==> config.mk <==
export PLATFORM = sky130hd
export DESIGN_NAME = sram_latency_ctrl
export DESIGN_NICKNAME = d
export VERILOG_FILES = /design/src/mem_pkg.sv /design/src/sram_latency_ctrl.sv
export VERILOG_INCLUDE_DIRS = /design/src
export SDC_FILE = /design/constraint.sdc
export NUM_CORES = 1
export LEC_CHECK = 0
export ABC_CLOCK_PERIOD_IN_PS = 1000
export BUFFER_PORTS_ARGS = -buffer_cell sky130_fd_sc_hd__clkbuf_2
export CELL_PAD_IN_SITES_DETAIL_PLACEMENT = 0
export CELL_PAD_IN_SITES_GLOBAL_PLACEMENT = 1
export CORE_AREA = 2 2 39 41
export DETAILED_ROUTE_END_ITERATION = 7
export DIE_AREA = 0 0 41 43
export GPL_ROUTABILITY_DRIVEN = 0
export PLACE_DENSITY_LB_ADDON = 0.1
export SYNTH_ARGS = -nofsm -noshare
export SYNTH_HDL_FRONTEND = slang
export SYNTH_SLANG_ARGS = --single-unit
==> constraint.sdc <==
create_clock -name clk -period 1 [get_ports clk]
set_input_delay 0.2 -clock clk [delete_from_list [all_inputs] [get_ports clk]]
set_output_delay 0.2 -clock clk [all_outputs]
set_load 0.01 [all_outputs]
==> src/mem_config.svh <==
`ifndef MEM_CONFIG_SVH
`define MEM_CONFIG_SVH

// axi-lite bus widths
`define MEM_ADDR_W 32
`define MEM_DATA_W 32
`define MEM_STRB_W 4

// word index into the storage array, 2**MEM_IDX_W words
`define MEM_IDX_W 10

// read data presented before the first array read (nop)
`define MEM_RESET_DATA 32'h00000013

`endif

==> src/mem_pkg.sv <==
`default_nettype none

`include "mem_config.svh"

package mem_pkg;

    typedef logic [`MEM_ADDR_W-1:0] axi_addr_t;   // byte address
    typedef logic [`MEM_DATA_W-1:0] axi_data_t;
    typedef logic [`MEM_STRB_W-1:0] axi_strb_t;
    typedef logic [1:0]             axi_resp_t;
    typedef logic [`MEM_IDX_W-1:0]  mem_idx_t;    // word index, addr[IDX_W+1:2]
    typedef logic [2:0]             wait_t;

    typedef enum logic [1:0] {
        SRAM_IDLE,
        SRAM_READ,
        SRAM_WADDR,   // address taken, waiting on W
        SRAM_WRITE
    } sram_state_t;

    typedef enum logic [1:0] {
        ARB_IDLE,
        ARB_FETCH,
        ARB_DATA
    } arb_state_t;

endpackage

`default_nettype wire

==> src/sram_latency_ctrl.sv <==
`timescale 1ns/1ps
`default_nettype none

module sram_latency_ctrl (
    input  wire                 clk,
    input  wire                 rst_n,
    input  wire                 cfg_we,
    input  wire                 cfg_random,
    input  wire mem_pkg::wait_t cfg_wait,
    input  wire                 sram_idle,
    output mem_pkg::wait_t      wait_target
);

    logic           random_q;   // 1: lfsr drives the wait count
    mem_pkg::wait_t wait_q;
    mem_pkg::wait_t lfsr;

    always_ff @(posedge clk) begin
        if (!rst_n) begin
            random_q <= 1'b0;
            wait_q   <= '0;
        end else if (cfg_we) begin
            random_q <= cfg_random;
            wait_q   <= cfg_wait;
        end
    end

    // x^3 + x^2 + 1, never reaches zero from a nonzero seed
    // frozen during a transaction so the target holds while counted
    always_ff @(posedge clk) begin
        if (!rst_n) begin
            lfsr <= 3'b001;
        end else if (sram_idle) begin
            lfsr <= {lfsr[1:0], lfsr[2] ^ lfsr[1]};
        end
    end

    assign wait_target = random_q ? lfsr : wait_q;

endmodule

`default_nettype wire

==> results.cfg, run 1 <==
[clock_network]
cts_made_buffers = 3
cts.clk_slew.worst_paths_ns = 0.05
h-tree-depth = 1
cts-root-buf = clkbuf_4
clockBufferDepth = 2
hold_buffers = 0
cts_setup_buffers = 0
clkSinkCount = 7
cts_tree = yes
clk_latency_ns = 0.24

[yosys]
synth-simple-area-share_pct = 14.9
synthAdderAreaFrac_pct = 0
synth_fp_nets = 34
synthesis.instances = 26
synth.distinct_cells = 8
yosysWarnings = 0
synthFlopType = dfxtp_1
synth_compound_area_share_pct = 2.07
async_flop_share_pct = 0
synth_edf_count = 0
synth_area_per_cell_sq_um = 11.6
yosysSeqAreaShare_pct = 46.5
synthTopCellsByCount = dfxtp_1, mux2i_1, nor2b_1, mux2_2
yosysMostFrequentCell = dfxtp_1
synth-xor-area-share_pct = 2.90
syn_area_sq_um = 302
synth.mux.area_fraction_pct = 31.1
ys_ff_latch = 7
synth_top_family_by_area = multiplexers
ys_top_cells_by_area = dfxtp_1, mux2i_1, nor2b_1
synth.top_cell.area_share_pct = 46.5
netlist.top_cell.by_area = dfxtp_1

[setup_path]
r2r_end = lfsr[0]$_SDFFE_PN1P_
worstReg2RegStart = lfsr[1]$_SDFFE_PN0P_
cp-start-kind = flip-flop
cp-end-kind = output port
path_max_fanout = 4
r2r_setup_slack_ns = 0.20
critical_path_class = flip-flop to output port
reg2reg_depth = 3
critPathRequiredTime_ns = 0.80
arrival_ns = 1.04
critPathLaunch = random_q$_SDFFE_PN0P_

[power]
power_leakage_nw = 0.196
power.density_mw_per_mm2 = 1560
vdd.ir_drop.worst_mv = 0.407

[worst_hold_path]
holdPathStages = 2
min_from = sram_idle
hold_class = input port to flip-flop
whs_endpoint = lfsr[0]$_SDFFE_PN1P_

[placed_design]
portBuffers = 10

[routing]
ant_nets = 0
vias = 227
drt_iter0_drc = 0
wl_met3_microns = 40
wl_per_cell_microns = 10.3
vias_per_cell = 4.05
top_layer = met3
wl_met2_microns = 303
m1WireLength_microns = 235
wl_microns = 579
route.detailed.drc = 0
dr.pass1.iters = 1

[grt]
antenna_found_initial = 0
grt_pass1_vias = 242
grt_overflow = 0
grt_max_degree = 9
grt_pass1_wl_microns = 1000
grtUsageTotal_pct = 8.85

[floorplanning]
dieArea_sq_mm = 0.00176
io-pin-count = 11
initial_core_util_pct = 21.8
die_h_microns = 43
core_area_sq_mm = 0.00138
core.rowCount = 14
die_w_microns = 41

[timing]
whs_ns = 0.218
skew_ns = 0.00350
setup_viol = 3
maxSlewViolCount = 0
fin_ws_ns = -0.236
worstMarginPinSlew_ns = 0.154
max-slew-margin-rel_pct = 89.5
fmax_mhz = 809
rsz0062_at_grt = true
fin_crit_ns = 1.24
post-route-period-util_pct = 124
hold_viol_final = 0

[final_layout]
fin_util_pct = 31.2
n_antenna_cell = 0
fillers = 155
syn_to_final_growth_pct = 43.2
finalNetCount = 49
drive_above_1_share_pct = 45.0

[job]
maxCapViolCount = 0

[outcome]
status = complete, but fails checks
violations = setup timing
-- metrics by stage --
step                TNS (ns)  setup slack (ns)  instance area (sq um)  cells  power (mW)
global placement      -0.135           -0.0484                    372     52       0.410
detailed placement    -0.135           -0.0478                    372     52       0.412
finish                -0.708            -0.236                    432     56       0.675
global route          -0.807            -0.270                    432     56       0.729
CTS                   -0.758            -0.255                    413     56       0.681
floorplan                  0            0.0783                    302     26       0.372
-- area by class of cell --
cell class,count,area (sq um),area share (%)
Timing Repair Buffer,11,76.3,17.7
Sequential cell,7,144,33.3
Clock buffer,4,26.3,6.09
Multi-Input combinational cell,18,165,38.3
Tap cell,16,20.0,4.64
-- how the worst max path moves through the flow --
stage,to,slack (ns),depth (start not counted)
after floorplan,wait_target[0],0.08,1
after global placement,wait_target[2],-0.05,2
after detailed placement,wait_target[2],-0.05,2
after CTS,wait_target[2],-0.25,2
after global routing,wait_target[2],-0.27,2
final,wait_target[2],-0.24,2
-- worst max-delay path, stage by stage, from the launching register on --
cell and delay, ns:
dfxtp_4 0.37, mux2_4 0.31, buf_6 0.12
-- cell usage in the layout, fill, tap and decap left out, types with 3 or more instances in the layout --
cell type  synthesis  layout
nor2b_1            6       6
mux2i_1            6       6
clkbuf_2           0       7
dfxtp_1            7       6
mux2_4             0       3
clkbuf_4           0       3
buf_6              0       3
-- power breakdown --
group / total [mW] / internal, mW / switching [mW]
clock network: 0.249 / 0.152 / 0.0976
logic: 0.112 / 0.0717 / 0.0401
registers: 0.313 / 0.298 / 0.0151
total: 0.675 / 0.522 / 0.153
-- logic make-up (layout without fill, tap and decap cells) --
group,Yosys count,after routing
multiplexers,9,9
AO/OA/AOI/OAI,1,1
XOR/XNOR,1,1
flip-flops,7,7
buffers and inverters,1,15
AND/OR/NAND/NOR,7,7
-- per-layer routing --
layer | global-route usage [%] | up-vias
met2 | 12.8 | 6
met3 | 4.71 | 0
li1 | - | 119
met5 | 0 | -
met1 | 9.39 | 102
met4 | 6.00 | 0
-- repair_timing --
| item | CTS | global route |
|---|---|---|
| pin swaps | 0 | 0 |
| resized for setup | 5 | 6 |
| gates cloned | 0 | 0 |
| setup endpoints to repair | 3 | 3 |
| hold endpoints to repair | 0 | 0 |
-- flip-flops by register name, indices dropped and copies added (netlist names) --
signal,count
lfsr,3
random_q,1
wait_q,3
Note: power is estimated with default switching activity, not from simulation.
==> run 2, diff against run 1 <==
- GPL_TIMING_DRIVEN: default -> 0
- SETUP_SLACK_MARGIN: default -> 0.3
==> run 2 against run 1 <==
The flow still finishes with violations (setup timing). Via count up 2.2%. Total power is essentially flat. Hold slack worse by 0.0072 ns. Largest cell class unchanged. Highest routed layer is now met4.
==> results.cfg, run 2 (same netlist as run 1, synthesis figures left out) <==
[power]
pwr-share-seq_pct = 47.1
power.internal_mw = 0.522
switching_share_pct = 22.6
total_power_mw = 0.675
comb_power_share_pct = 16.0
power_frac_clock_pct = 36.9
vdd.ir_drop.worst_mv = 0.569
power.density_mw_per_mm2 = 1520
power_leakage_nw = 0.197
p_switching_mw = 0.152

[grt]
grt_pass1_wl_microns = 897
antenna_found_initial = 0
grtUsageTotal_pct = 8.14
grt_overflow = 0
grt_pass1_vias = 231
grt_max_degree = 9

[routing]
wl_microns = 538
vias_per_cell = 4.22
vias = 232
route.detailed.drc = 0
wl_per_cell_microns = 9.78
dr.pass1.iters = 2
drt_iter0_drc = 3
ant_nets = 0

[timing]
max-slew-margin-rel_pct = 90.2
fin_tns_setup_ns = -0.718
hold_viol_final = 0
fin_crit_ns = 1.24
maxSlewViolCount = 0
rsz0062_at_grt = true
setup_viol = 3
worstMarginPinSlew_ns = 0.142
fmax_mhz = 806
skew_ns = 0.00279
whs_ns = 0.211
post-route-period-util_pct = 124
fin_ws_ns = -0.240

[setup_path]
reg2reg_depth = 2
path_max_fanout = 4
cp-end-kind = output port
cpLargestDelayFamily = flip-flops
critPathRequiredTime_ns = 0.80
slowest_stage = dfxtp_4
path_cells = mux2_4 > buf_6
worstReg2RegStart = lfsr[2]$_SDFFE_PN0P_
cp_slowest_stage_delay_ns = 0.37
critical_path_class = flip-flop to output port
r2r_end = lfsr[0]$_SDFFE_PN1P_
arrival_ns = 1.04
cp-start-kind = flip-flop
r2r_setup_slack_ns = 0.31
worst-path-buf-inv = 1

[worst_hold_path]
holdPathStages = 3
min_from = cfg_wait[0]
hold_class = input port to flip-flop
whs_endpoint = wait_q[0]$_SDFFE_PN0P_

[final_layout]
drive_above_1_share_pct = 53.8
top_regs = lfsr x3, wait_q x3, random_q x1
syn_to_final_growth_pct = 47.3
n_antenna_cell = 0
most-common-layout-cells = mux2i_1, nor2b_1, clkbuf_2
fillers = 149
finalNetCount = 48
finalNonFillerCells = 55

[clock_network]
cts-root-buf = clkbuf_4
h-tree-depth = 1
clkSinkCount = 7
hold_buffers = 0
cts_made_buffers = 3
cts.clk_slew.worst_paths_ns = 0.05
cts_setup_buffers = 0
clockBufferDepth = 2
clk_latency_ns = 0.25
cts_tree = yes

[floorplanning]
die_w_microns = 41
core_area_sq_mm = 0.00138
core.rowCount = 14
io-pin-count = 11
die_h_microns = 43
dieArea_sq_mm = 0.00176
initial_core_util_pct = 21.8

[placed_design]
placed_cells = 51
place_ws_ns = 0.0208
portBuffers = 9

[job]
maxCapViolCount = 0

[outcome]
violations = setup timing
status = complete, but fails checks
[run 2: cell types whose count changed in the layout (fill, tap and decap cells not counted), sizes merged]
| cell | change |
|---|---|
| clkbuf | -1 |
[run 2: layer usage]
metal  global-route usage [%]  vias up  wire [microns]
met5                        0        -               0
met1                     8.39      106             220
li1                         -      116               -
met3                     3.14        2              53
met2                     10.6        8             257
met4                     10.0        0               6
[run 2: worst min-delay path: cells and delay by family]
family	cells	cell delay, ns
AND/OR/NAND/NOR	1	0.09
buffers and inverters	1	0.07
multiplexers	1	0.05
[run 2: repair_timing]
item | 4_1_cts | 5_1_grt
setup endpoints to repair | 4 | 5
resized for setup | 2 | 9
pin swaps | 0 | 1
[run 2: layout make-up]
type / count / area, sq um / area share, %
timing repair buffer: 9 / 63.8 / 14.4
tap: 16 / 20.0 / 4.51
multi-input combinational: 18 / 178 / 40.0
clock buffer: 4 / 26.3 / 5.92
buffer: 1 / 7.51 / 1.69
sequential: 7 / 149 / 33.5
[run 2: how the worst max path moves through the flow]
stage	from	to	slack, ns	cells after the start
after floorplan	random_q$_SDFFE_PN0P_	wait_target[0]	0.14	1
after global placement	random_q$_SDFFE_PN0P_	wait_target[1]	0.03	2
after detailed placement	random_q$_SDFFE_PN0P_	wait_target[1]	0.02	2
after CTS	random_q$_SDFFE_PN0P_	wait_target[1]	-0.26	2
final	random_q$_SDFFE_PN0P_	wait_target[1]	-0.24	2
after global routing	random_q$_SDFFE_PN0P_	wait_target[0]	-0.28	2
[run 2: metrics by stage]
step                      area (sq um)  util (%)
after detailed placement           382      27.6
final                              444      32.1
after CTS                          410      29.7
after global placement             382      27.6
after floorplan                    317         -
after global routing               444      32.1
[run 2: power groups by stage]
stage | Sequential (mW) | Clock, mW | Combinational (mW)
4_1_cts | 0.317 | 0.269 | 0.0928
3_5_place_dp | 0.322 | 0 | 0.0923
3_3_place_gp | 0.321 | 0 | 0.0906
6_report | 0.318 | 0.249 | 0.108
5_1_grt | 0.321 | 0.284 | 0.119
2_1_floorplan | 0.317 | 0 | 0.0622
