`src/mem_config.svh`:
```
`ifndef MEM_CONFIG_SVH
`define MEM_CONFIG_SVH

// axi-lite bus widths
`define MEM_ADDR_W 32
`define MEM_DATA_W 32
`define MEM_STRB_W 4

// word index into the storage array, 2**MEM_IDX_W words
`define MEM_IDX_W 10

// read data presented before the first array read (nop)
`define MEM_RESET_DATA 32'h00000013

`endif

```
`src/mem_pkg.sv`:
```
`default_nettype none

`include "mem_config.svh"

package mem_pkg;

    typedef logic [`MEM_ADDR_W-1:0] axi_addr_t;   // byte address
    typedef logic [`MEM_DATA_W-1:0] axi_data_t;
    typedef logic [`MEM_STRB_W-1:0] axi_strb_t;
    typedef logic [1:0]             axi_resp_t;
    typedef logic [`MEM_IDX_W-1:0]  mem_idx_t;    // word index, addr[IDX_W+1:2]
    typedef logic [2:0]             wait_t;

    typedef enum logic [1:0] {
        SRAM_IDLE,
        SRAM_READ,
        SRAM_WADDR,   // address taken, waiting on W
        SRAM_WRITE
    } sram_state_t;

    typedef enum logic [1:0] {
        ARB_IDLE,
        ARB_FETCH,
        ARB_DATA
    } arb_state_t;

endpackage

`default_nettype wire

```
`src/axil_arbiter.sv`:
```
`timescale 1ns/1ps
`default_nettype none

module axil_arbiter (
    input  wire                     clk,
    input  wire                     rst_n,
    // fetch master, read only
    input  wire mem_pkg::axi_addr_t f_araddr,
    input  wire                     f_arvalid,
    output logic                    f_arready,
    output mem_pkg::axi_data_t      f_rdata,
    output mem_pkg::axi_resp_t      f_rresp,
    output logic                    f_rvalid,
    input  wire                     f_rready,
    // data master
    input  wire mem_pkg::axi_addr_t d_araddr,
    input  wire                     d_arvalid,
    output logic                    d_arready,
    output mem_pkg::axi_data_t      d_rdata,
    output mem_pkg::axi_resp_t      d_rresp,
    output logic                    d_rvalid,
    input  wire                     d_rready,
    input  wire mem_pkg::axi_addr_t d_awaddr,
    input  wire                     d_awvalid,
    output logic                    d_awready,
    input  wire mem_pkg::axi_data_t d_wdata,
    input  wire mem_pkg::axi_strb_t d_wstrb,
    input  wire                     d_wvalid,
    output logic                    d_wready,
    output mem_pkg::axi_resp_t      d_bresp,
    output logic                    d_bvalid,
    input  wire                     d_bready,
    // shared slave
    output mem_pkg::axi_addr_t      s_araddr,
    output logic                    s_arvalid,
    input  wire                     s_arready,
    input  wire mem_pkg::axi_data_t s_rdata,
    input  wire mem_pkg::axi_resp_t s_rresp,
    input  wire                     s_rvalid,
    output logic                    s_rready,
    output mem_pkg::axi_addr_t      s_awaddr,
    output logic                    s_awvalid,
    input  wire                     s_awready,
    output mem_pkg::axi_data_t      s_wdata,
    output mem_pkg::axi_strb_t      s_wstrb,
    output logic                    s_wvalid,
    input  wire                     s_wready,
    input  wire mem_pkg::axi_resp_t s_bresp,
    input  wire                     s_bvalid,
    output logic                    s_bready
);

    mem_pkg::arb_state_t state;
    logic                last_data;   // data master got the previous grant
    logic                f_req;
    logic                d_req;
    logic                f_gnt;
    logic                d_gnt;

    assign f_req = f_arvalid;
    assign d_req = d_arvalid || d_awvalid;
    assign f_gnt = (state == mem_pkg::ARB_FETCH);
    assign d_gnt = (state == mem_pkg::ARB_DATA);

    always_ff @(posedge clk) begin
        if (!rst_n) begin
            state     <= mem_pkg::ARB_IDLE;
            last_data <= 1'b0;
        end else begin
            case (state)
                mem_pkg::ARB_IDLE: begin
                    if (f_req && (!d_req || last_data)) begin
                        state     <= mem_pkg::ARB_FETCH;
                        last_data <= 1'b0;
                    end else if (d_req) begin
                        state     <= mem_pkg::ARB_DATA;
                        last_data <= 1'b1;
                    end
                end
                mem_pkg::ARB_FETCH: begin
                    if (s_rvalid && s_rready) state <= mem_pkg::ARB_IDLE;
                end
                mem_pkg::ARB_DATA: begin
                    if ((s_rvalid && s_rready) || (s_bvalid && s_bready)) begin
                        state <= mem_pkg::ARB_IDLE;
                    end
                end
                default: state <= mem_pkg::ARB_IDLE;
            endcase
        end
    end

    // requests toward the slave
    assign s_araddr  = f_gnt ? f_araddr : d_araddr;
    assign s_arvalid = (f_gnt && f_arvalid) || (d_gnt && d_arvalid);
    assign s_rready  = (f_gnt && f_rready) || (d_gnt && d_rready);
    assign s_awaddr  = d_awaddr;
    assign s_awvalid = d_gnt && d_awvalid;
    assign s_wdata   = d_wdata;
    assign s_wstrb   = d_wstrb;
    assign s_wvalid  = d_gnt && d_wvalid;
    assign s_bready  = d_gnt && d_bready;

    // responses, only the granted side sees ready/valid
    assign f_arready = f_gnt && s_arready;
    assign f_rvalid  = f_gnt && s_rvalid;
    assign f_rdata   = s_rdata;
    assign f_rresp   = s_rresp;

    assign d_arready = d_gnt && s_arready;
    assign d_rvalid  = d_gnt && s_rvalid;
    assign d_rdata   = s_rdata;
    assign d_rresp   = s_rresp;
    assign d_awready = d_gnt && s_awready;
    assign d_wready  = d_gnt && s_wready;
    assign d_bvalid  = d_gnt && s_bvalid;
    assign d_bresp   = s_bresp;

endmodule

`default_nettype wire

```
`config.mk`:
```
export PLATFORM = sky130hd
export DESIGN_NAME = axil_arbiter
export DESIGN_NICKNAME = d
export VERILOG_FILES = /design/src/mem_pkg.sv /design/src/axil_arbiter.sv
export VERILOG_INCLUDE_DIRS = /design/src
export SDC_FILE = /design/constraint.sdc
export NUM_CORES = 1
export LEC_CHECK = 0
export BUFFER_PORTS_ARGS = -buffer_cell sky130_fd_sc_hd__buf_2
export CORE_AREA = 10 10 132 134
export DETAILED_ROUTE_END_ITERATION = 12
export DIE_AREA = 0 0 142 144
export PLACE_DENSITY = 0.41
export SLEW_MARGIN = 20
export SYNTH_ARGS = -nofsm -noshare
export SYNTH_HDL_FRONTEND = slang
export SYNTH_SLANG_ARGS = --single-unit
```
`constraint.sdc`:
```
create_clock -name clk -period 3.92 [get_ports clk]
set_input_delay 0.98 -clock clk [delete_from_list [all_inputs] [get_ports clk]]
set_output_delay 0.98 -clock clk [all_outputs]
set_load 0.05 [all_outputs]
```
==> flow_metrics.env, run 1 <==
export IMPL_fin_setup_tns_ns=0
export IMPL_htreeDepth=1
export IMPL_postSynthNetCount=389
export IMPL_cts_tree="yes"
export IMPL_hold_path_class="reg -> reg"
export IMPL_hpwl_um=5280
export IMPL_vias=1134
export IMPL_ys_seq_area_frac=0.0350
export IMPL_wirelength_um=5970
export IMPL_cts_buffers=3
export IMPL_ir_drop_uv=122
export IMPL_postSynthCellCount=207
export IMPL_worst_pin_slew_ns=0.486
export IMPL_dp_cells=374
export IMPL_cp_max_fo=37
export IMPL_fin_util=0.104
export IMPL_cts_setup_buffers=0
export IMPL_num_rows=45
export IMPL_clock_sinks=3
export IMPL_wl_met1_um=1970
export IMPL_fp_dieW_um=142
export IMPL_post_drt_via_cell_ratio=3.00
export IMPL_yosys_top_cells_area="buf_4 60%, mux2_2 21%, and2_1 3.6%"
export IMPL_synth_area_um2=1720
export IMPL_io_buffer_count=121
export IMPL_grtUsageTotal=0.0490
export IMPL_path_clk_slew_ns=0.03
export IMPL_dr_wl_met2_um=2560
export IMPL_drc=0
export IMPL_dr_wl_met3_um=984
export IMPL_fin_skew_ns=0.00392
export IMPL_core_um2=14900
export IMPL_avgSynthCellArea_um2=8.29
export IMPL_hold_viol_final=0
export IMPL_finalWeightedCongestion=0.740
export IMPL_power_uw=508
export IMPL_yosys_warnings=0
export IMPL_pwr_density_cell_nw_per_um2=328
export IMPL_synth_cell_types=22
export IMPL_grt_max_degree=38
export IMPL_endpoint_kind="output pin"
export IMPL_min_period_over_period=0.719
export IMPL_rsz0062_at_grt="false"
export IMPL_clock_tree_buffer_depth=2
export IMPL_ys_seq_elements=3
export IMPL_antenna_left=0
export IMPL_grt_pass1_vias=1221
export IMPL_clk_latency_ns=0.22
export IMPL_setup_viol=0
export IMPL_antenna_found_initial=0
export IMPL_num_nets_final=373
export IMPL_p_leak_uw=0.000758
export IMPL_slew_viol_final=0
export IMPL_fin_cells=378
export IMPL_min_period_ns=2.82
export IMPL_die_area_um2=20400
export IMPL_worstSetupPathType="reg -> out"
export IMPL_postCtsHoldBufs=0
export IMPL_drtIter0Drc=21
export IMPL_area_delta_synth_final_pct=-9.69
export IMPL_cap_violations=0
export IMPL_start_kind="flop"
export IMPL_grt_overflow=0
export IMPL_clockRootBuffer="clkbuf_16"
export IMPL_critPathArrivalTime_ns=1.84
export IMPL_highest_layer="met4"
export IMPL_fmax_ghz=0.355
export IMPL_drive_gt1_frac=0.847
export IMPL_initial_core_util=0.115
export IMPL_synth_top_area_share=0.603
export IMPL_grt_pass1_wl_um=7620
export IMPL_fp_dieH_um=144
export IMPL_cp_required_ns=2.94
export IMPL_hold_worst_slack_ns=0.609
export IMPL_io_pins=364
export IMPL_post_cts_resized=0
export IMPL_post_drt_wl_per_cell_um=15.8
export IMPL_yosysTopAreaCell="buf_4"
export IMPL_diodes=0
export IMPL_slew_headroom=0.676
export IMPL_status="complete, no violations"
export IMPL_dr_pass1_iters=4
final cells by class:
class / count / area (um2)
clock buffer: 4 / 78.8
fill: 1745 / 13300
inverter: 2 / 7.51
multi-input combinational: 59 / 556
sequential: 3 / 60.1
tap: 188 / 235
timing repair buffer: 122 / 613
flip-flops by register name, indices dropped and copies added (netlist names):
| register | flops |
|---|---|
| last_data | 1 |
| state | 2 |
cell families (layout without fill, tap and decap cells):
logic type,Yosys count,count (layout),share of synthesized area
mux,32,32,0.210
flops,3,3,0.0350
buf+inv,145,128,0.641
simple gates,18,18,0.0678
compound gates,9,9,0.0459
cells in the mapped netlist:
| cell | instances |
|---|---|
| nand2_2 | 1 |
| inv_1 | 2 |
| mux2_2 | 32 |
| a22oi_1 | 1 |
| dfxtp_1 | 3 |
| a21oi_1 | 1 |
| buf_12 | 1 |
| a211oi_1 | 1 |
| buf_4 | 138 |
| and2_1 | 10 |
| or4_1 | 1 |
| a22o_1 | 2 |
| a21bo_2 | 1 |
| and2b_1 | 2 |
| a211o_1 | 1 |
| nor2_1 | 1 |
| a221oi_2 | 1 |
| o211ai_1 | 1 |
| nor2b_4 | 1 |
| nand2_1 | 2 |
| buf_6 | 3 |
| clkbuf_1 | 1 |
power breakdown:
group	switching [uW]	leakage, uW	internal (uW)
Clock	25.9	0.0000382	134
Combinational	210	0.000696	98.0
Sequential	5.38	0.0000248	35.0
Total	241	0.000758	267
cell usage in the layout (no fill, tap or decap), drive strengths merged:
master	synthesis	routed
a21oi	1	1
inv	2	2
a211oi	1	1
clkbuf	1	4
mux2	32	32
a221oi	1	1
a21bo	1	1
and2b	2	2
a211o	1	1
nor2	1	1
o211ai	1	1
nor2b	1	1
buf	142	122
nand2	3	3
dfxtp	3	3
a22oi	1	1
a22o	2	2
or4	1	1
and2	10	10
critical path, stage by stage, from the launching register on:
cell,delay [ns]
dfxtp_1,0.38
nor2b_4,0.16
buf_4,0.42
mux2_2,0.42
buf_2,0.22
worst paths after layout:
kind                                 from     endpoint  slack, ns  depth (start not counted)
worst min-delay path            last_data    last_data       0.61                          2
worst max-delay path             state[0]  s_araddr[1]       1.10                          4
worst min register to register  last_data    last_data       0.61                          2
worst max register to register   state[0]     state[0]       2.53                          4
per-stage QoR:
stage,setup WS [ns],cell area [um2]
after floorplan,1.38,1720
final,1.10,1550
after CTS,1.08,1550
after global routing,0.995,1550
after detailed placement,1.25,1470
after global placement,1.26,1470
layer usage:
metal / vias up / track usage
met2: 93 / 0.0709
met1: 481 / 0.0453
met3: 63 / 0.0325
li1: 497 / -
met4: 0 / 0.0479
met5: - / 0
Note: power is estimated with default switching activity, not from simulation.
==> run 2, diff against run 1 <==
--- a/config.mk
+++ b/config.mk
@@ -7,9 +7,9 @@
 export NUM_CORES = 1
 export LEC_CHECK = 0
 export BUFFER_PORTS_ARGS = -buffer_cell sky130_fd_sc_hd__buf_2
-export CORE_AREA = 10 10 132 134
+export CORE_AREA = 10 10 134 136
 export DETAILED_ROUTE_END_ITERATION = 12
-export DIE_AREA = 0 0 142 144
+export DIE_AREA = 0 0 144 146
 export PLACE_DENSITY = 0.41
 export SLEW_MARGIN = 20
 export SYNTH_ARGS = -nofsm -noshare
==> constraint.sdc (replaced) <==
create_clock -name clk -period 2.5 [get_ports clk]
set_input_delay 0.625 -clock clk [delete_from_list [all_inputs] [get_ports clk]]
set_output_delay 0.625 -clock clk [all_outputs]
set_load 0.05 [all_outputs]
==> run 2 against run 1 <==
Against the previous run:
- combinational power increased by 56%
- highest routed layer is now met5
- critical path depth unchanged
- clock skew is 0.0038 ns lower
- sequential power is 53% higher
- design area grew 1.3%
- clock-buffer cell count unchanged
==> flow_metrics.env, run 2 (synthesis gave the netlist of run 1 again) <==
export IMPL_setup_viol=0
export IMPL_crit_start="state[0]"
export IMPL_hold_start="last_data"
export IMPL_rsz0062_at_grt="false"
export IMPL_fp_dieH_um=146
export IMPL_htreeDepth=1
export IMPL_critPathArrivalTime_ns=1.62
export IMPL_sw_frac_of_total=0.471
export IMPL_fin_setup_tns_ns=0
export IMPL_grt_pass1_wl_um=8230
export IMPL_r2r_start="state[1]"
export IMPL_cap_violations=0
export IMPL_worst_pin_slew_ns=0.338
export IMPL_dr_pass1_iters=4
export IMPL_largest_reg_flops=2
export IMPL_fp_dieW_um=144
export IMPL_ir_drop_uv=156
export IMPL_path_buf_inv=2
export IMPL_cp_slowest_cell="dfxtp_1"
export IMPL_power_uw=797
export IMPL_drive_gt1_frac=0.847
export IMPL_antenna_found_initial=1
export IMPL_crit_family="buffers and inverters"
export IMPL_fmax_ghz=0.446
export IMPL_dp_slack_ns=0.486
export IMPL_initial_core_util=0.111
export IMPL_filler_cell_count=1794
export IMPL_crit_path_cell_trace="nor2b_4 > buf_12 > mux2_2 > buf_2"
export IMPL_grt_pass1_vias=1239
export IMPL_finalWeightedCongestion=0.801
export IMPL_start_kind="flop"
export IMPL_io_buffer_count=121
export IMPL_post_cts_resized=0
export IMPL_clockRootBuffer="clkbuf_16"
export IMPL_grt_max_degree=37
export IMPL_core_um2=15500
export IMPL_grtUsageTotal=0.0520
export IMPL_drtIter0Drc=10
export IMPL_postCtsHoldBufs=0
export IMPL_hold_viol_final=0
export IMPL_num_rows=46
export IMPL_pwr_share_clk=0.319
export IMPL_switching_power_uw=375
export IMPL_cts_buffers=3
export IMPL_status="complete, no violations"
export IMPL_clk_latency_ns=0.22
export IMPL_worstSetupPathType="reg -> out"
export IMPL_clock_tree_buffer_depth=2
export IMPL_cts_setup_buffers=0
export IMPL_io_pins=364
export IMPL_min_period_over_period=0.897
export IMPL_post_drt_wl_per_cell_um=17.5
export IMPL_critPathMaxStageDelay_ns=0.37
export IMPL_cp_max_fo=36
export IMPL_cts_tree="yes"
export IMPL_grt_overflow=0
export IMPL_fin_skew_ns=0.000105
export IMPL_pwr_density_cell_nw_per_um2=508
export IMPL_share_seq_of_total_power=0.078
export IMPL_slew_headroom=0.775
export IMPL_area_delta_synth_final_pct=-8.53
export IMPL_drc=0
export IMPL_slew_viol_final=0
export IMPL_num_nets_final=373
export IMPL_clock_sinks=3
export IMPL_hold_path_class="reg -> reg"
export IMPL_final_cell_mix="121 x buf_2, 32 x mux2_2, 10 x and2_1"
export IMPL_post_drt_via_cell_ratio=3.08
export IMPL_wirelength_um=6690
export IMPL_finalWorstSetupSlack_ns=0.258
export IMPL_die_area_um2=21000
export IMPL_largestRegisters="state: 2 flops, last_data: 1 flops"
export IMPL_fin_util=0.101
export IMPL_top_register="state"
export IMPL_endpoint_kind="output pin"
export IMPL_min_period_ns=2.24
export IMPL_mostFrequentLayoutCell="buf_2"
export IMPL_p_int_uw=422
export IMPL_cp_required_ns=1.88
export IMPL_antenna_left=0
export IMPL_combPwrFrac=0.604
export IMPL_p_leak_uw=0.000761
export IMPL_vias=1179
export IMPL_path_clk_slew_ns=0.03
run 2: cell count changes in the layout (fill, tap and decap cells not counted), sizes merged:
cell   previous run  this run
diode             0         1
run 2: area by class of cell:
class                      instances  area (um2)  area share
multi-input combinational         59         556       0.354
antenna                            1        2.50     0.00159
tap                              192         240       0.153
timing repair buffer             122         626       0.398
inverter                           2        7.51     0.00478
clock buffer                       4        78.8      0.0502
sequential                         3        60.1      0.0382
run 2: tightest hold or removal path, delay by kind of cell, from the launching register on:
family | cells | cell delay (ns)
compound gates | 1 | 0.05
flops | 1 | 0.35
simple gates | 1 | 0.13
run 2: path summary, 6_finish.rpt:
| path | end | slack [ns] | depth (start not counted) |
|---|---|---|---|
| hold / removal | last_data | 0.58 | 2 |
| hold reg to reg | last_data | 0.58 | 2 |
| setup reg to reg | state[1] | 1.31 | 3 |
| setup / recovery | s_araddr[28] | 0.26 | 4 |
run 2: per-layer routing:
layer,global-route usage,vias to the layer above,wire length (um)
li1,-,497,-
met1,0.0286,465,1570
met2,0.0969,161,3170
met3,0.0431,54,1570
met4,0.0403,2,361
met5,0,-,8
run 2: through the flow:
step	instance area (um2)	std cells	hold WS [ns]
floorplan	1720	207	0.533
global placement	1490	378	0.564
detailed placement	1490	378	0.576
CTS	1570	382	0.582
global route	1570	382	0.611
finish	1570	383	0.578
run 2: power groups by stage:
stage | registers, uW | clock network, uW | logic (uW)
finish | 62.0 | 254 | 481
global placement | 62.8 | 0 | 484
detailed placement | 62.7 | 0 | 487
CTS | 62.0 | 257 | 488
floorplan | 61.2 | 0 | 950
global route | 62.9 | 259 | 508
==> run 3, diff against run 2 <==
--- a/config.mk
+++ b/config.mk
@@ -10,7 +10,7 @@
 export CORE_AREA = 10 10 134 136
 export DETAILED_ROUTE_END_ITERATION = 12
 export DIE_AREA = 0 0 144 146
-export PLACE_DENSITY = 0.41
+export PLACE_DENSITY = 0.45
 export SLEW_MARGIN = 20
 export SYNTH_ARGS = -nofsm -noshare
 export SYNTH_HDL_FRONTEND = slang
==> run 3 against run 2 <==
Against the previous run:
- sequential cell count is the same
- global-route usage fell by 0.067 points
- setup slack worse by 0.065 ns
- routed wire length down 3.1%
- sequential share of layout area about the same
- clock power about the same
- utilization about the same
- combinational power is essentially flat
- critical endpoint is now s_araddr[30]
- non-clock buffer count stayed put
- highest routed layer is now met4
- clock skew increased by 0.0013 ns
==> flow_metrics.env, run 3 (synthesis gave the netlist of run 1 again) <==
export IMPL_ir_drop_uv=252
export IMPL_fp_dieW_um=144
export IMPL_grt_pass1_wl_um=8200
export IMPL_diodes=0
export IMPL_crit_path_cell_trace="nor2b_4 > buf_12 > mux2_2 > buf_2"
export IMPL_hold_viol_final=0
export IMPL_dp_slack_ns=0.441
export IMPL_antenna_left=0
export IMPL_cts_tree="yes"
export IMPL_hpwl_um=5840
export IMPL_clockRootBuffer="clkbuf_16"
export IMPL_final_cell_mix="121 x buf_2, 32 x mux2_2, 10 x and2_1"
export IMPL_min_period_over_period=0.922
export IMPL_post_drt_via_cell_ratio=3.13
export IMPL_grtUsageTotal=0.0514
export IMPL_htreeDepth=1
export IMPL_status="complete, no violations"
export IMPL_worstSetupPathType="reg -> out"
export IMPL_wirelength_um=6480
export IMPL_top_register="state"
export IMPL_io_pins=364
export IMPL_path_clk_slew_ns=0.03
export IMPL_vias=1196
export IMPL_post_cts_resized=0
export IMPL_cp_slowest_cell="mux2_2"
export IMPL_core_um2=15500
export IMPL_drtIter0Drc=19
export IMPL_cp_required_ns=1.88
export IMPL_mostFrequentLayoutCell="buf_2"
export IMPL_num_rows=46
export IMPL_slew_viol_final=0
export IMPL_die_area_um2=21000
export IMPL_num_nets_final=373
export IMPL_p_leak_uw=0.000761
export IMPL_min_period_ns=2.31
export IMPL_clk_latency_ns=0.22
export IMPL_fmax_ghz=0.434
export IMPL_hold_path_class="reg -> reg"
export IMPL_cp_max_fo=37
export IMPL_io_buffer_count=121
export IMPL_endpoint_kind="output pin"
export IMPL_initial_core_util=0.111
export IMPL_finalWeightedCongestion=0.716
export IMPL_largestRegisters="state: 2 flops, last_data: 1 flops"
export IMPL_fp_dieH_um=146
export IMPL_cts_setup_buffers=0
export IMPL_setup_viol=0
export IMPL_drc=0
export IMPL_cts_buffers=3
export IMPL_cap_violations=0
export IMPL_fin_setup_tns_ns=0
export IMPL_filler_cell_count=1796
export IMPL_worst_pin_slew_ns=0.395
export IMPL_clock_tree_buffer_depth=2
export IMPL_postCtsHoldBufs=0
export IMPL_critPathArrivalTime_ns=1.68
export IMPL_pwr_density_cell_nw_per_um2=509
export IMPL_drive_gt1_frac=0.847
export IMPL_grt_pass1_vias=1295
export IMPL_grt_overflow=0
export IMPL_rsz0062_at_grt="false"
export IMPL_finalWorstSetupSlack_ns=0.194
export IMPL_clock_sinks=3
export IMPL_grt_max_degree=38
export IMPL_fin_skew_ns=0.00142
export IMPL_dr_pass1_iters=4
export IMPL_slew_headroom=0.737
export IMPL_antenna_found_initial=0
export IMPL_critPathMaxStageDelay_ns=0.40
export IMPL_start_kind="flop"
export IMPL_area_delta_synth_final_pct=-8.67
export IMPL_post_drt_wl_per_cell_um=17.0
export IMPL_largest_reg_flops=2
## run 3: changes by cell type in the layout (fill, tap and decap cells not counted)
cell / previous run / this run
diode_2: 1 / 0
## run 3: metal layers
| metal | track usage | vias up | routed length, um |
|---|---|---|---|
| li1 | - | 495 | - |
| met1 | 0.0259 | 476 | 1370 |
| met2 | 0.0994 | 175 | 3150 |
| met3 | 0.0382 | 50 | 1530 |
| met4 | 0.0444 | 0 | 430 |
| met5 | 0 | - | 0 |
## run 3: path summary, 6_finish.rpt
path                   from            to  slack, ns  cells past startpoint
setup / recovery   state[0]  s_araddr[30]       0.19                      4
hold / removal    last_data     last_data       0.59                      2
setup reg to reg   state[0]      state[0]       1.28                      4
hold reg to reg   last_data     last_data       0.59                      2
## run 3: through the flow
stage	std cells	utilization	power [uW]	instance area, um2	hold slack, ns
2_1_floorplan	207	-	1010	1720	0.533
3_3_place_gp	378	0.0962	555	1490	0.578
3_5_place_dp	378	0.0962	554	1490	0.565
4_1_cts	382	0.101	811	1570	0.572
5_1_grt	382	0.101	837	1570	0.628
6_report	382	0.101	798	1570	0.588
## run 3: critical path: cells and delay by family, from the launching register on
kind                   cells  cell delay, ns
buffers and inverters      2            0.43
and+or+nand+nor            1            0.19
muxes                      1            0.40
DFF                        1            0.39
## run 3: final cells by class
type / count / area (um2) / share of cell area
inverters: 2 / 7.51 / 0.00479
flip-flops and latches: 3 / 60.1 / 0.0383
repair buffers: 122 / 626 / 0.399
clock buffers: 4 / 78.8 / 0.0503
well taps: 192 / 240 / 0.153
multi-input cells: 59 / 556 / 0.354
## run 3: power breakdown
part	switching (uW)	leakage, uW	internal [uW]	total [uW]
Combinational	327	0.000698	157	483
Sequential	7.81	0.0000248	54.8	62.6
Clock	41.8	0.0000382	210	252
Total	376	0.000761	422	798
