--- src/mem_config.svh ---
`ifndef MEM_CONFIG_SVH
`define MEM_CONFIG_SVH

// axi-lite bus widths
`define MEM_ADDR_W 32
`define MEM_DATA_W 32
`define MEM_STRB_W 4

// word index into the storage array, 2**MEM_IDX_W words
`define MEM_IDX_W 10

// read data presented before the first array read (nop)
`define MEM_RESET_DATA 32'h00000013

`endif

--- src/mem_pkg.sv ---
`default_nettype none

`include "mem_config.svh"

package mem_pkg;

    typedef logic [`MEM_ADDR_W-1:0] axi_addr_t;   // byte address
    typedef logic [`MEM_DATA_W-1:0] axi_data_t;
    typedef logic [`MEM_STRB_W-1:0] axi_strb_t;
    typedef logic [1:0]             axi_resp_t;
    typedef logic [`MEM_IDX_W-1:0]  mem_idx_t;    // word index, addr[IDX_W+1:2]
    typedef logic [2:0]             wait_t;

    typedef enum logic [1:0] {
        SRAM_IDLE,
        SRAM_READ,
        SRAM_WADDR,   // address taken, waiting on W
        SRAM_WRITE
    } sram_state_t;

    typedef enum logic [1:0] {
        ARB_IDLE,
        ARB_FETCH,
        ARB_DATA
    } arb_state_t;

endpackage

`default_nettype wire

--- src/sram_axil.sv ---
`timescale 1ns/1ps
`default_nettype none

`include "mem_config.svh"

module sram_axil (
    input  wire                     clk,
    input  wire                     rst_n,
    // ar
    input  wire mem_pkg::axi_addr_t s_araddr,
    input  wire                     s_arvalid,
    output logic                    s_arready,
    // r
    output mem_pkg::axi_data_t      s_rdata,
    output mem_pkg::axi_resp_t      s_rresp,
    output logic                    s_rvalid,
    input  wire                     s_rready,
    // aw
    input  wire mem_pkg::axi_addr_t s_awaddr,
    input  wire                     s_awvalid,
    output logic                    s_awready,
    // w
    input  wire mem_pkg::axi_data_t s_wdata,
    input  wire mem_pkg::axi_strb_t s_wstrb,
    input  wire                     s_wvalid,
    output logic                    s_wready,
    // b
    output mem_pkg::axi_resp_t      s_bresp,
    output logic                    s_bvalid,
    input  wire                     s_bready,
    // latency control
    input  wire mem_pkg::wait_t     wait_target,
    output logic                    sram_idle,
    // storage array
    output mem_pkg::mem_idx_t       mem_idx,
    output logic                    mem_re,
    output logic                    mem_we,
    output mem_pkg::axi_strb_t      mem_wstrb,
    output mem_pkg::axi_data_t      mem_wdata,
    input  wire mem_pkg::axi_data_t mem_rdata
);

    mem_pkg::sram_state_t state;
    mem_pkg::wait_t       wait_cnt;
    mem_pkg::axi_addr_t   addr_q;
    mem_pkg::axi_data_t   wdata_q;
    mem_pkg::axi_strb_t   wstrb_q;
    logic                 rvalid_q;
    logic                 bvalid_q;
    logic                 rd_loaded;   // array has been read at least once
    logic                 hit;

    assign hit = (wait_cnt == wait_target);

    assign sram_idle = (state == mem_pkg::SRAM_IDLE);
    assign s_arready = sram_idle;
    assign s_awready = sram_idle && !s_arvalid;   // ar wins a tie
    assign s_wready  = (state == mem_pkg::SRAM_WADDR);

    assign s_rvalid = rvalid_q;
    assign s_bvalid = bvalid_q;
    assign s_rresp  = 2'b00;   // okay
    assign s_bresp  = 2'b00;

    // array output register doubles as the rdata holding register
    assign s_rdata = rd_loaded ? mem_rdata : `MEM_RESET_DATA;

    assign mem_idx   = addr_q[`MEM_IDX_W+1:2];   // wraps within the array
    assign mem_wdata = wdata_q;
    assign mem_wstrb = wstrb_q;
    assign mem_re    = (state == mem_pkg::SRAM_READ) && !rvalid_q && hit;
    assign mem_we    = (state == mem_pkg::SRAM_WRITE) && !bvalid_q && hit;

    always_ff @(posedge clk) begin
        if (!rst_n) begin
            state     <= mem_pkg::SRAM_IDLE;
            wait_cnt  <= '0;
            rvalid_q  <= 1'b0;
            bvalid_q  <= 1'b0;
            rd_loaded <= 1'b0;
        end else begin
            case (state)
                mem_pkg::SRAM_IDLE: begin
                    wait_cnt <= '0;
                    if (s_arvalid) begin
                        state <= mem_pkg::SRAM_READ;
                    end else if (s_awvalid) begin
                        state <= mem_pkg::SRAM_WADDR;
                    end
                end
                mem_pkg::SRAM_READ: begin
                    if (rvalid_q) begin
                        if (s_rready) begin
                            rvalid_q <= 1'b0;
                            state    <= mem_pkg::SRAM_IDLE;
                        end
                    end else if (hit) begin
                        rvalid_q  <= 1'b1;   // array captures on this edge
                        rd_loaded <= 1'b1;
                    end else begin
                        wait_cnt <= wait_cnt + 3'd1;
                    end
                end
                mem_pkg::SRAM_WADDR: begin
                    if (s_wvalid) begin
                        wait_cnt <= '0;
                        state    <= mem_pkg::SRAM_WRITE;
                    end
                end
                mem_pkg::SRAM_WRITE: begin
                    if (bvalid_q) begin
                        if (s_bready) begin
                            bvalid_q <= 1'b0;
                            state    <= mem_pkg::SRAM_IDLE;
                        end
                    end else if (hit) begin
                        bvalid_q <= 1'b1;
                    end else begin
                        wait_cnt <= wait_cnt + 3'd1;
                    end
                end
                default: state <= mem_pkg::SRAM_IDLE;
            endcase
        end
    end

    // address and write payload
    always_ff @(posedge clk) begin
        if (state == mem_pkg::SRAM_IDLE) begin
            if (s_arvalid) begin
                addr_q <= s_araddr;
            end else if (s_awvalid) begin
                addr_q <= s_awaddr;
            end
        end
        if (s_wvalid && s_wready) begin
            wdata_q <= s_wdata;
            wstrb_q <= s_wstrb;
        end
    end

endmodule

`default_nettype wire

--- config.mk ---
export PLATFORM = sky130hd
export DESIGN_NAME = sram_axil
export DESIGN_NICKNAME = d
export VERILOG_FILES = /design/src/mem_pkg.sv /design/src/sram_axil.sv
export VERILOG_INCLUDE_DIRS = /design/src
export SDC_FILE = /design/constraint.sdc
export NUM_CORES = 1
export LEC_CHECK = 0
export ABC_AREA = 1
export BUFFER_PORTS_ARGS = -buffer_cell sky130_fd_sc_hd__buf_2
export CAP_MARGIN = 0
export CORE_MARGIN = 8
export CORE_UTILIZATION = 39
export DETAILED_ROUTE_END_ITERATION = 7
export HOLD_SLACK_MARGIN = 0.05
export PLACE_DENSITY = 0.95
export SLEW_MARGIN = 20
export SYNTH_ARGS = -nofsm -noshare
export SYNTH_HDL_FRONTEND = slang
export SYNTH_SLANG_ARGS = --single-unit
--- constraint.sdc ---
create_clock -name clk -period 7.82 [get_ports clk]
set_input_delay 1.955 -clock clk [delete_from_list [all_inputs] [get_ports clk]]
set_output_delay 1.955 -clock clk [all_outputs]
set_load 0.01 [all_outputs]
==> qor.txt, run 1 <==
CP max-delay cell: or2_1
Clk sinks: 54
HPWL after DPL: 6089 um
Core Area: 0.005886 mm^2
Number of rows created at floorplan: 28
Post-synth top area cell: edfxtp_1
Final nets: 564
Clock Latency Late Sink: 300 ps
Crit path top cell by count: buf_2
Register bit total from synthesis: 54
Synthesis-to-layout area growth: 44.60%
Total power: 0.7991 mW
Most common cell in the netlist: nand2_1
Slowest cell delay on critical path: 260 ps
Top cells by count, synth: nand2_1, edfxtp_1, inv_1
Arrival time at the worst endpoint: 2860 ps
Reg2reg end: wait_cnt[0]
Clock buffer count from CTS: 5
Initial core utilization: 40.18%
Hold EP: s_rvalid
GP Congestion: 0.8111
Ports: 232
Fin crit period: 4810 ps
Post-CTS Setup Bufs: 0
Via count: 2112
Ys Warns: 0
R2R Setup Slk: 6260 ps
Clock edge transition at the registers on the reported setup and hold paths: 100 ps
GR Overflow Total: 0
GRT Overall Usage: 15.34%
Initial DRC Count: 69
Most used DFF post-synth: edfxtp_1
Worst Hold Class: reg2reg
# hold bufs at CTS: 0
Syn Inst Count: 238
Metal-1 WL: 2591 um
Antenna violations before repair: 0
Pre-antenna DRT Iters: 5
Post-synth EDFFs: 46
Met2 wire length: 3883 um
Accumulated negative setup slack: 0 ps
Max_cap viols: 0
Max IR drop VDD: 0.1217 mV
Hold_sp: s_rvalid
R2r worst-path depth: 9
Top cells by area, synth: edfxtp_1, nand2_1, inv_1, dfxtp_1, buf_4
Synth unique cells: 27
Die span in y: 93.87 um
Synth top area share: 58.41%
Post-route ant nets: 0
CP cell instances: buf_2, xnor2_1, nand3_1, or2_1, inv_1, buf_2
Crit-path max FO: 3
Die width: 93.87 um
Highest Clock Rate: 207.9 MHz
IO buf count: 183
# setup viols final: 0
CTS root buf: clkbuf_8
Pwr dens: 233.7 mW/mm^2
Resize count post-CTS: 0
Startpoint of the lowest-slack register-to-register path: state[0]
Layout cells sized above 1: 49.76%
WL final: 7161 um
# diodes: 0
CTS tree: built
Max Buffers Root-to-Sink: 2
Layout Skew: 9.901 ps
Run status: completed
Final period util: 61.51%
H-tree levels: 2
Static leakage power: 1.939 nW
WS Path Type: in2out
DR vias/cell: 4.249
Required time of the critical path: 5870 ps
Largest net degree at the start of global routing: 37
Async S/R FF share, synth: 0%
First-pass GRT wire length: 10700 um
Met3 WL: 616 um
DRC errors left: 0
Highest routed layer: met4
Seq/Total Area, Yosys: 65.19%
Max-slew headroom: 40.72%
Hold Vio Cnt, Final: 0
RSZ-0062 raised after global routing: no
Mapped Area: 0.002365 mm^2
Routed len/inst: 14.41 um
Vias in the first global route: 2225
Die area: 0.008812 mm^2
CP Launch Type: input port
Syn avg cell area: 9.936 um^2
Fin. max-slew vios: 0
Hold Crit Depth: 2
Tightest Pin Transition: 888.0 ps
Crit end category: output pin
[report_power, final]
part | internal, mW | leakage [nW] | switching [mW]
Sequential | 0.376 | 0.492 | 0.0301
Clock | 0.0632 | 0.0458 | 0.0880
Combinational | 0.0924 | 1.40 | 0.149
Total | 0.532 | 1.94 | 0.267
[state kept, by name (all words and copies together), names as in the netlist]
register   flops
addr_q        10
mem_wdata     32
mem_wstrb      4
rd_loaded      1
s_bvalid       1
s_rvalid       1
state          2
wait_cnt       3
[layer usage]
metal	global-route usage, %	vias up
met1	16.11	930
li1	-	1087
met2	28.70	87
met4	2.774	0
met3	5.436	8
met5	0	-
[layout make-up]
type	count	area [um^2]
multi-input cells	130	598.1
fillers	523	2466
repair buffers	184	923.4
flip-flops and latches	54	1541
well taps	75	93.84
inverters	46	172.7
clock buffers	5	68.82
clock inverters	3	21.27
[cells by family (layout without fill, tap and decap cells)]
family	after synthesis	after routing	synth area share (%)
and+or+nand+nor	113	113	20.48
buffers and inverters	57	238	10.21
DFF	54	54	65.18
AOI/OAI and AO/OA	10	10	2.698
xor gates and xnor gates	2	2	0.7409
adders and majority gates	1	1	0.5290
other	1	4	0.1586
[critical path, delay by kind of cell]
kind | cells | cell delay [ps]
xor+xnor | 1 | 240
buf+inv | 3 | 280
simple gates | 2 | 380
[cell usage in the layout (no fill, tap or decap), types with 2 or more instances in the layout]
| cell type | synthesis | final |
|---|---|---|
| edfxtp_1 | 46 | 46 |
| a21oi_1 | 5 | 5 |
| nor2_1 | 8 | 8 |
| or2_2 | 3 | 3 |
| nand2_2 | 4 | 4 |
| nand3_1 | 7 | 7 |
| nor2_2 | 4 | 4 |
| buf_2 | 1 | 183 |
| a21oi_2 | 2 | 2 |
| nand4_1 | 2 | 2 |
| nand2_1 | 81 | 81 |
| dfxtp_1 | 8 | 8 |
| clkinv_4 | 0 | 2 |
| inv_2 | 2 | 2 |
| xnor2_1 | 2 | 2 |
| conb_1 | 1 | 4 |
| clkbuf_8 | 0 | 5 |
| inv_1 | 44 | 44 |
[worst max path at each step]
stage	start	to	slack, ps	depth (start not counted)
finish	wait_target[1]	mem_re	3010	6
global route	wait_target[1]	mem_re	2860	6
CTS	wait_target[1]	mem_re	3010	6
detailed placement	wait_target[1]	mem_re	3000	6
global placement	wait_target[1]	mem_re	3040	6
floorplan	s_wvalid	mem_wdata[0]	2860	2
[through the flow]
stage | utilization, % | setup WS [ps] | cell area [um^2] | hold WS [ps] | instances
floorplan | - | 2856 | 2376 | 477.9 | 241
global placement | 56.57 | 3043 | 3329 | 481.6 | 489
detailed placement | 56.57 | 3003 | 3329 | 492.2 | 489
CTS | 58.10 | 3007 | 3420 | 507.5 | 497
global route | 58.10 | 2857 | 3420 | 547.2 | 497
finish | 58.10 | 3010 | 3420 | 510.0 | 497
Note: power is estimated with default switching activity, not from simulation.
==> run 2, diff against run 1 <==
--- a/config.mk
+++ b/config.mk
@@ -6,14 +6,14 @@
 export SDC_FILE = /design/constraint.sdc
 export NUM_CORES = 1
 export LEC_CHECK = 0
-export ABC_AREA = 1
+export ABC_AREA = 0
 export BUFFER_PORTS_ARGS = -buffer_cell sky130_fd_sc_hd__buf_2
 export CAP_MARGIN = 0
 export CORE_MARGIN = 8
-export CORE_UTILIZATION = 39
+export CORE_UTILIZATION = 35
 export DETAILED_ROUTE_END_ITERATION = 7
 export HOLD_SLACK_MARGIN = 0.05
-export PLACE_DENSITY = 0.95
+export PLACE_DENSITY = 0.89
 export SLEW_MARGIN = 20
 export SYNTH_ARGS = -nofsm -noshare
 export SYNTH_HDL_FRONTEND = slang
==> constraint.sdc (replaced) <==
create_clock -name clk -period 4.7 [get_ports clk]
set_input_delay 1.175 -clock clk [delete_from_list [all_inputs] [get_ports clk]]
set_output_delay 1.175 -clock clk [all_outputs]
set_load 0.01 [all_outputs]
==> run 2 against run 1 <==
Sequential power grew 36%. Clock power rose by 69%. Worst setup slack worse by 1700 ps. Clock skew down 1.8 ps. Final area is 4.2% lower. Synthesized area down 6.3%. Die area rose by 3.7%. Non-clock buffer count stayed put. Sequential share of layout area grew 2.0 points. Critical path depth decreased by 1. Worst hold slack about the same. Via count is 12% lower. Largest cell class unchanged. Largest power group unchanged. Highest routed layer unchanged.
==> qor.txt, run 2 <==
Core Area: 0.006241 mm^2 (+6.0%)
Net Switching: 0.2182 mW (-18%)
Slowest cell delay on critical path: 430 ps (+170 ps)
# setup viols final: 0 (unchanged)
Largest net degree at the start of global routing: 37 (unchanged)
Max FFs per register: 32 (unchanged)
HPWL after DPL: 5446 um (-11%)
Fin util: 52.47% (-5.6 points)
Clock edge transition at the registers on the reported setup and hold paths: 90 ps (about the same)
Initial DRC Count: 36 (-48%)
Placed cell count: 407 (-17%)
Via count: 1867 (-12%)
Pwr dens: 283.3 mW/mm^2 (+21%)
Register bit total from synthesis: 54 (unchanged)
Synth unique cells: 31 (+15%)
Fin crit period: 3406 ps
Max_cap viols: 0 (unchanged)
CP cell instances: buf_2, xor2_1, or3_4, nor4_4, buf_2
Hold_sp: wait_cnt[1]
Synthesis-to-layout area growth: 47.77%
R2r worst-path depth: 3 (-6)
Most common cell in the netlist: edfxtp_1
Most common cell after layout, fill and taps aside: buf_2
DR vias/cell: 4.499 (+5.9%)
Max IR drop VDD: 0.1741 mV (+43%)
Top cells by count, synth: edfxtp_1, and2_1, mux2_2
Post-CTS Setup Bufs: 0 (unchanged)
RSZ-0062 raised after global routing: no
IO buf count: 183 (unchanged)
CP Launch Type: input port
Max-slew headroom: 50.24% (+9.5 points)
Crit path top cell by count: buf_2
GR Overflow Total: 0 (unchanged)
Ys Warns: 0 (unchanged)
Hold Vio Cnt, Final: 0 (unchanged)
Clock Latency Late Sink: 300 ps (about the same)
Final hold slack: 510.0 ps (-0.03200 ps)
Clk sinks: 54 (unchanged)
Hold Crit Depth: 2 (unchanged)
Final period util: 72.46%
H-tree levels: 2 (unchanged)
Syn Inst Count: 155 (-35%)
R2R Setup Slk: 3130 ps (-3130 ps)
Fin. max-slew vios: 0 (unchanged)
# diodes: 0 (unchanged)
Ports: 232 (unchanged)
Routed len/inst: 15.63 um (+8.5%)
CP max-delay cell: or3_4
Die width: 95.57 um (+1.8%)
Resize count post-CTS: 0 (unchanged)
GP Congestion: 0.7543 (-7.0%)
Post-synth top area cell: edfxtp_1
Antenna violations before repair: 0 (unchanged)
Required time of the critical path: 3520 ps (-2350 ps)
Pre-antenna DRT Iters: 4 (-1)
Die area: 0.009134 mm^2 (+3.7%)
Reg2reg end: mem_wdata[31]
Highest Clock Rate: 293.6 MHz
Die span in y: 95.57 um (+1.8%)
Post-route ant nets: 0 (unchanged)
Startpoint of the lowest-slack register-to-register path: state[0]
Critical path depth in cells: 5 (-1)
Most used DFF post-synth: edfxtp_1
Final std cells w/o fill: 415 (-16%)
CTS tree: built
Layout Skew: 8.060 ps (-1.841 ps)
Seq/Total Area, Yosys: 69.57% (+4.4 points)
Static leakage power: 1.558 nW (-20%)
GRT Overall Usage: 12.94% (-2.4 points)
Accumulated negative setup slack: 0 ps (unchanged)
Async S/R FF share, synth: 0% (unchanged)
Tightest Pin Transition: 745.3 ps (-142.7 ps)
Run status: completed
Logic pwr share: 13.0% (-17 points)
Number of rows created at floorplan: 29 (+3.6%)
WL final: 6487 um (-9.4%)
Final nets: 480 (-15%)
Switching Share: 23.52% (-9.9 points)
Synth top area share: 62.34% (+3.9 points)
First-pass GRT wire length: 9273 um (-13%)
Initial core utilization: 35.51% (-4.7 points)
Hold EP: wait_cnt[1]
WS Path Type: in2out
Crit-path max FO: 4 (+1)
Crit path buf inv count: 2 (-1)
DRC errors left: 0 (unchanged)
Layout cells sized above 1: 60.65% (+11 points)
Max Buffers Root-to-Sink: 2 (unchanged)
Top cells by area, synth: edfxtp_1, and2_1, dfxtp_1, mux2_2, buf_4
Worst Hold Class: reg2reg
Clock Power Share: 27.5% (+8.6 points)
Fraction of power consumed by sequential logic: 59.6% (+8.7 points)
Vias in the first global route: 1953 (-12%)
Mapped Area: 0.002216 mm^2 (-6.3%)
Clock buffer count from CTS: 5 (unchanged)
Crit end category: output pin
CTS root buf: clkbuf_8
Syn avg cell area: 14.30 um^2 (+44%)
Fillcell total: 577 (+10%)
Post-synth EDFFs: 46 (unchanged)
Cell-internal power: 0.7096 mW (+33%)
Arrival time at the worst endpoint: 2230 ps (-630 ps)
Setup crit start: wait_target[1]
CP top delay family: simple AND/OR/NAND/NOR gates
# hold bufs at CTS: 0 (unchanged)
Most frequent cells in the layout: buf_2, edfxtp_1, and2_1, mux2_2, dfxtp_1
==> run 2: layout make-up <==
type	count	area [um^2]	area share [%]
flip-flops and latches	54	1541	47.08
well taps	77	96.34	2.942
clock inverters	3	23.77	0.7260
inverters	3	11.26	0.3439
multi-input cells	89	609.3	18.61
repair buffers	184	923.4	28.20
clock buffers	5	68.82	2.102
==> run 2: how the worst max path moves through the flow <==
stage / end / slack (ps)
floorplan: mem_we / 1480
global placement: mem_re / 1270
detailed placement: mem_re / 1270
CTS: mem_re / 1270
global route: mem_re / 1200
finish: mem_re / 1290
==> run 2: tightest hold or removal path: stages (launching register included) <==
cell	delay, ps
dfxtp_1	350
nand2_1	60
mux2i_1	60
==> run 2: power by group through the flow <==
stage | clock network [mW] | registers [mW] | logic (mW)
after floorplan | 0 | 0.567 | 0.0513
after global placement | 0 | 0.563 | 0.117
after detailed placement | 0 | 0.564 | 0.122
after CTS | 0.271 | 0.553 | 0.122
after global routing | 0.287 | 0.555 | 0.133
final | 0.255 | 0.553 | 0.120
==> run 2: kinds of logic (layout without fill, tap and decap cells) <==
group                      Yosys count  count (layout)  synth area share [%]
AOI/OAI and AO/OA                   16              16                 4.969
other                                1               4                0.1692
muxes                               11              11                 5.534
DFF                                 54              54                 69.56
adders and majority gates            1               1                0.5646
and+or+nand+nor                     54              54                 14.57
buffers and inverters               15             195                 3.444
xor gates and xnor gates             3               3                 1.186
==> run 2: stage by stage <==
step / instance area, um^2 / setup WS, ps / power (mW)
floorplan: 2227 / 1485 / 0.6188
global placement: 3182 / 1266 / 0.6799
detailed placement: 3182 / 1275 / 0.6858
CTS: 3274 / 1275 / 0.9461
global route: 3274 / 1205 / 0.9748
finish: 3274 / 1294 / 0.9278
==> run 2: metal layers <==
layer  GRT usage [%]  vias to the layer above  routed length (um)
li1                -                      905                   -
met1           13.19                      865                2299
met2           24.23                       93                3453
met3           4.331                        4                 684
met4           3.969                        0                  50
met5               0                        -                   0
==> run 3, diff against run 2 <==
--- a/config.mk
+++ b/config.mk
@@ -6,14 +6,14 @@
 export SDC_FILE = /design/constraint.sdc
 export NUM_CORES = 1
 export LEC_CHECK = 0
-export ABC_AREA = 0
+export ABC_AREA = 1
 export BUFFER_PORTS_ARGS = -buffer_cell sky130_fd_sc_hd__buf_2
 export CAP_MARGIN = 0
 export CORE_MARGIN = 8
-export CORE_UTILIZATION = 35
+export CORE_UTILIZATION = 33
 export DETAILED_ROUTE_END_ITERATION = 7
 export HOLD_SLACK_MARGIN = 0.05
-export PLACE_DENSITY = 0.89
+export PLACE_DENSITY = 0.86
 export SLEW_MARGIN = 20
 export SYNTH_ARGS = -nofsm -noshare
 export SYNTH_HDL_FRONTEND = slang
==> constraint.sdc (replaced) <==
create_clock -name clk -period 3.1 [get_ports clk]
set_input_delay 0.775 -clock clk [delete_from_list [all_inputs] [get_ports clk]]
set_output_delay 0.775 -clock clk [all_outputs]
set_load 0.01 [all_outputs]
==> run 3 against run 2 <==
Cell count increased by 26%. Final area up 6.0%. Critical endpoint unchanged. Clock power increased by 61%. Total power up 120%. Wire length is 7.3% higher. Clock-buffer cell count unchanged. Flip-flop and latch count is the same.
==> qor.txt, run 3 (synthesis results as in run 1) <==
Fin crit period: 2652 ps
Tightest Pin Transition: 538.2 ps (-207.1 ps)
Pwr dens: 591.3 mW/mm^2 (+110%)
Largest net degree at the start of global routing: 37 (unchanged)
Routed len/inst: 13.34 um (-15%)
IO buf count: 183 (unchanged)
Place WS: 670.8 ps (-603.7 ps)
Post-CTS Setup Bufs: 0 (unchanged)
Max Buffers Root-to-Sink: 2 (unchanged)
Clk sinks: 54 (unchanged)
DR vias/cell: 4.157 (-7.6%)
Most common cell after layout, fill and taps aside: buf_2
Accumulated negative setup slack: 0 ps (unchanged)
Static leakage power: 1.950 nW (+25%)
Fillcell total: 683 (+18%)
Post-route ant nets: 0 (unchanged)
Crit path top cell by count: inv_1
Initial DRC Count: 59 (+64%)
Required time of the critical path: 2320 ps (-1200 ps)
Layout Skew: 8.048 ps (-0.01241 ps)
Pre-antenna DRT Iters: 4 (unchanged)
Crit-path max FO: 12 (+8)
HPWL after DPL: 5882 um (+8.0%)
Final worst-path setup slack: 448.1 ps (-846.2 ps)
CP max-delay cell: dfxtp_1
Resize count post-CTS: 0 (unchanged)
Most frequent cells in the layout: buf_2, nand2_1, edfxtp_1, inv_1
Max_cap viols: 0 (unchanged)
GR Overflow Total: 0 (unchanged)
Die width: 100.7 um (+5.3%)
CP cell instances: inv_1, nor2_2, nand2_1, or2_1, inv_1, buf_2
Max-slew headroom: 64.07% (+14 points)
Highest Clock Rate: 377.1 MHz
Multi-input gate area: 604.3 um^2 (-0.82%)
Worst Hold Class: reg2reg
CTS tree: built
WL final: 6962 um (+7.3%)
# setup viols final: 0 (unchanged)
Layout cells sized above 1: 50.12% (-11 points)
RSZ-0062 raised after global routing: no
Initial core utilization: 33.32% (-2.2 points)
GRT Overall Usage: 12.75% (-0.18 points)
GP Congestion: 0.7975 (+5.7%)
Hold Crit Depth: 2 (unchanged)
DRC errors left: 0 (unchanged)
Arrival time at the worst endpoint: 1880 ps (-350 ps)
Storage cell area: 0.001541 mm^2 (unchanged)
Antenna violations before repair: 0 (unchanged)
Final nets: 565 (+18%)
Hold Vio Cnt, Final: 0 (unchanged)
Fin util: 48.90% (-3.6 points)
First-pass GRT wire length: 10300 um (+11%)
Max IR drop VDD: 0.2838 mV (+63%)
R2r worst-path depth: 9 (+6)
Via count: 2170 (+16%)
Clock edge transition at the registers on the reported setup and hold paths: 100 ps (about the same)
Ports: 232 (unchanged)
Vias in the first global route: 2200 (+13%)
Final period util: 85.54%
Run status: completed
Clock buffer count from CTS: 5 (unchanged)
Synthesis-to-layout area growth: 46.77%
Number of rows created at floorplan: 31 (+6.9%)
Die span in y: 100.7 um (+5.3%)
Die area: 0.01013 mm^2 (+11%)
CTS root buf: clkbuf_8
WS Path Type: reg2out
# hold bufs at CTS: 0 (unchanged)
# diodes: 0 (unchanged)
Clock Latency Late Sink: 310 ps (about the same)
Max FFs per register: 32 (unchanged)
Slowest cell delay on critical path: 670 ps (+240 ps)
H-tree levels: 2 (unchanged)
Crit end category: output pin
Core Area: 0.007098 mm^2 (+14%)
Fin. max-slew vios: 0 (unchanged)
CP Launch Type: flop
run 3: cell count changes in the layout (fill, tap and decap cells not counted), sizes merged, moves of 3 or more:
| cell | change |
|---|---|
| inv | +44 |
| nand2 | +80 |
| xor2 | -3 |
| nand2b | -4 |
| a21oi | +5 |
| nor2 | +6 |
| mux2 | -10 |
| and2 | -29 |
| or2 | +4 |
| nand3 | +5 |
run 3: worst paths after layout:
| path | startpoint | endpoint | slack [ps] |
|---|---|---|---|
| max | state[0] | mem_re | 450 |
| min | s_rvalid | s_rvalid | 500 |
| max reg2reg | state[0] | wait_cnt[0] | 1500 |
| min reg2reg | s_rvalid | s_rvalid | 500 |
run 3: where the power goes:
| part | internal [mW] | leakage (nW) | switching (mW) |
|---|---|---|---|
| logic | 0.235 | 1.41 | 0.388 |
| clock network | 0.169 | 0.0506 | 0.242 |
| registers | 0.949 | 0.492 | 0.0698 |
| total | 1.35 | 1.95 | 0.699 |
run 3: critical path, delay by kind of cell (launching register included):
| kind | cells | cell delay (ps) |
|---|---|---|
| buf+inv | 3 | 360 |
| simple gates | 3 | 530 |
| flops | 1 | 670 |
run 3: final cells by class:
cell class              count  share of cell area [%]
flip-flops and latches     54                   44.41
well taps                  99                   3.569
clock buffers               5                   1.983
repair buffers            185                   26.82
clock inverters             3                  0.8291
inverters                  46                   4.975
multi-input cells         130                   17.41
run 3: routing by layer:
layer | track usage (%) | part of all wire (%) | up-vias
met4 | 4.070 | 1.4 | 0
met1 | 12.84 | 36 | 974
li1 | - | - | 1095
met3 | 4.075 | 7.9 | 9
met2 | 24.04 | 54 | 92
met5 | 0 | 0 | -
run 3: through the flow:
step | instance area [um^2] | power (mW) | hold slack, ps | std cells
final | 3471 | 2.052 | 504.0 | 522
after global routing | 3471 | 2.184 | 538.5 | 522
after CTS | 3471 | 2.089 | 501.7 | 522
after detailed placement | 3373 | 1.672 | 486.9 | 514
after global placement | 3373 | 1.649 | 486.3 | 514
after floorplan | 2381 | 1.411 | 477.9 | 241
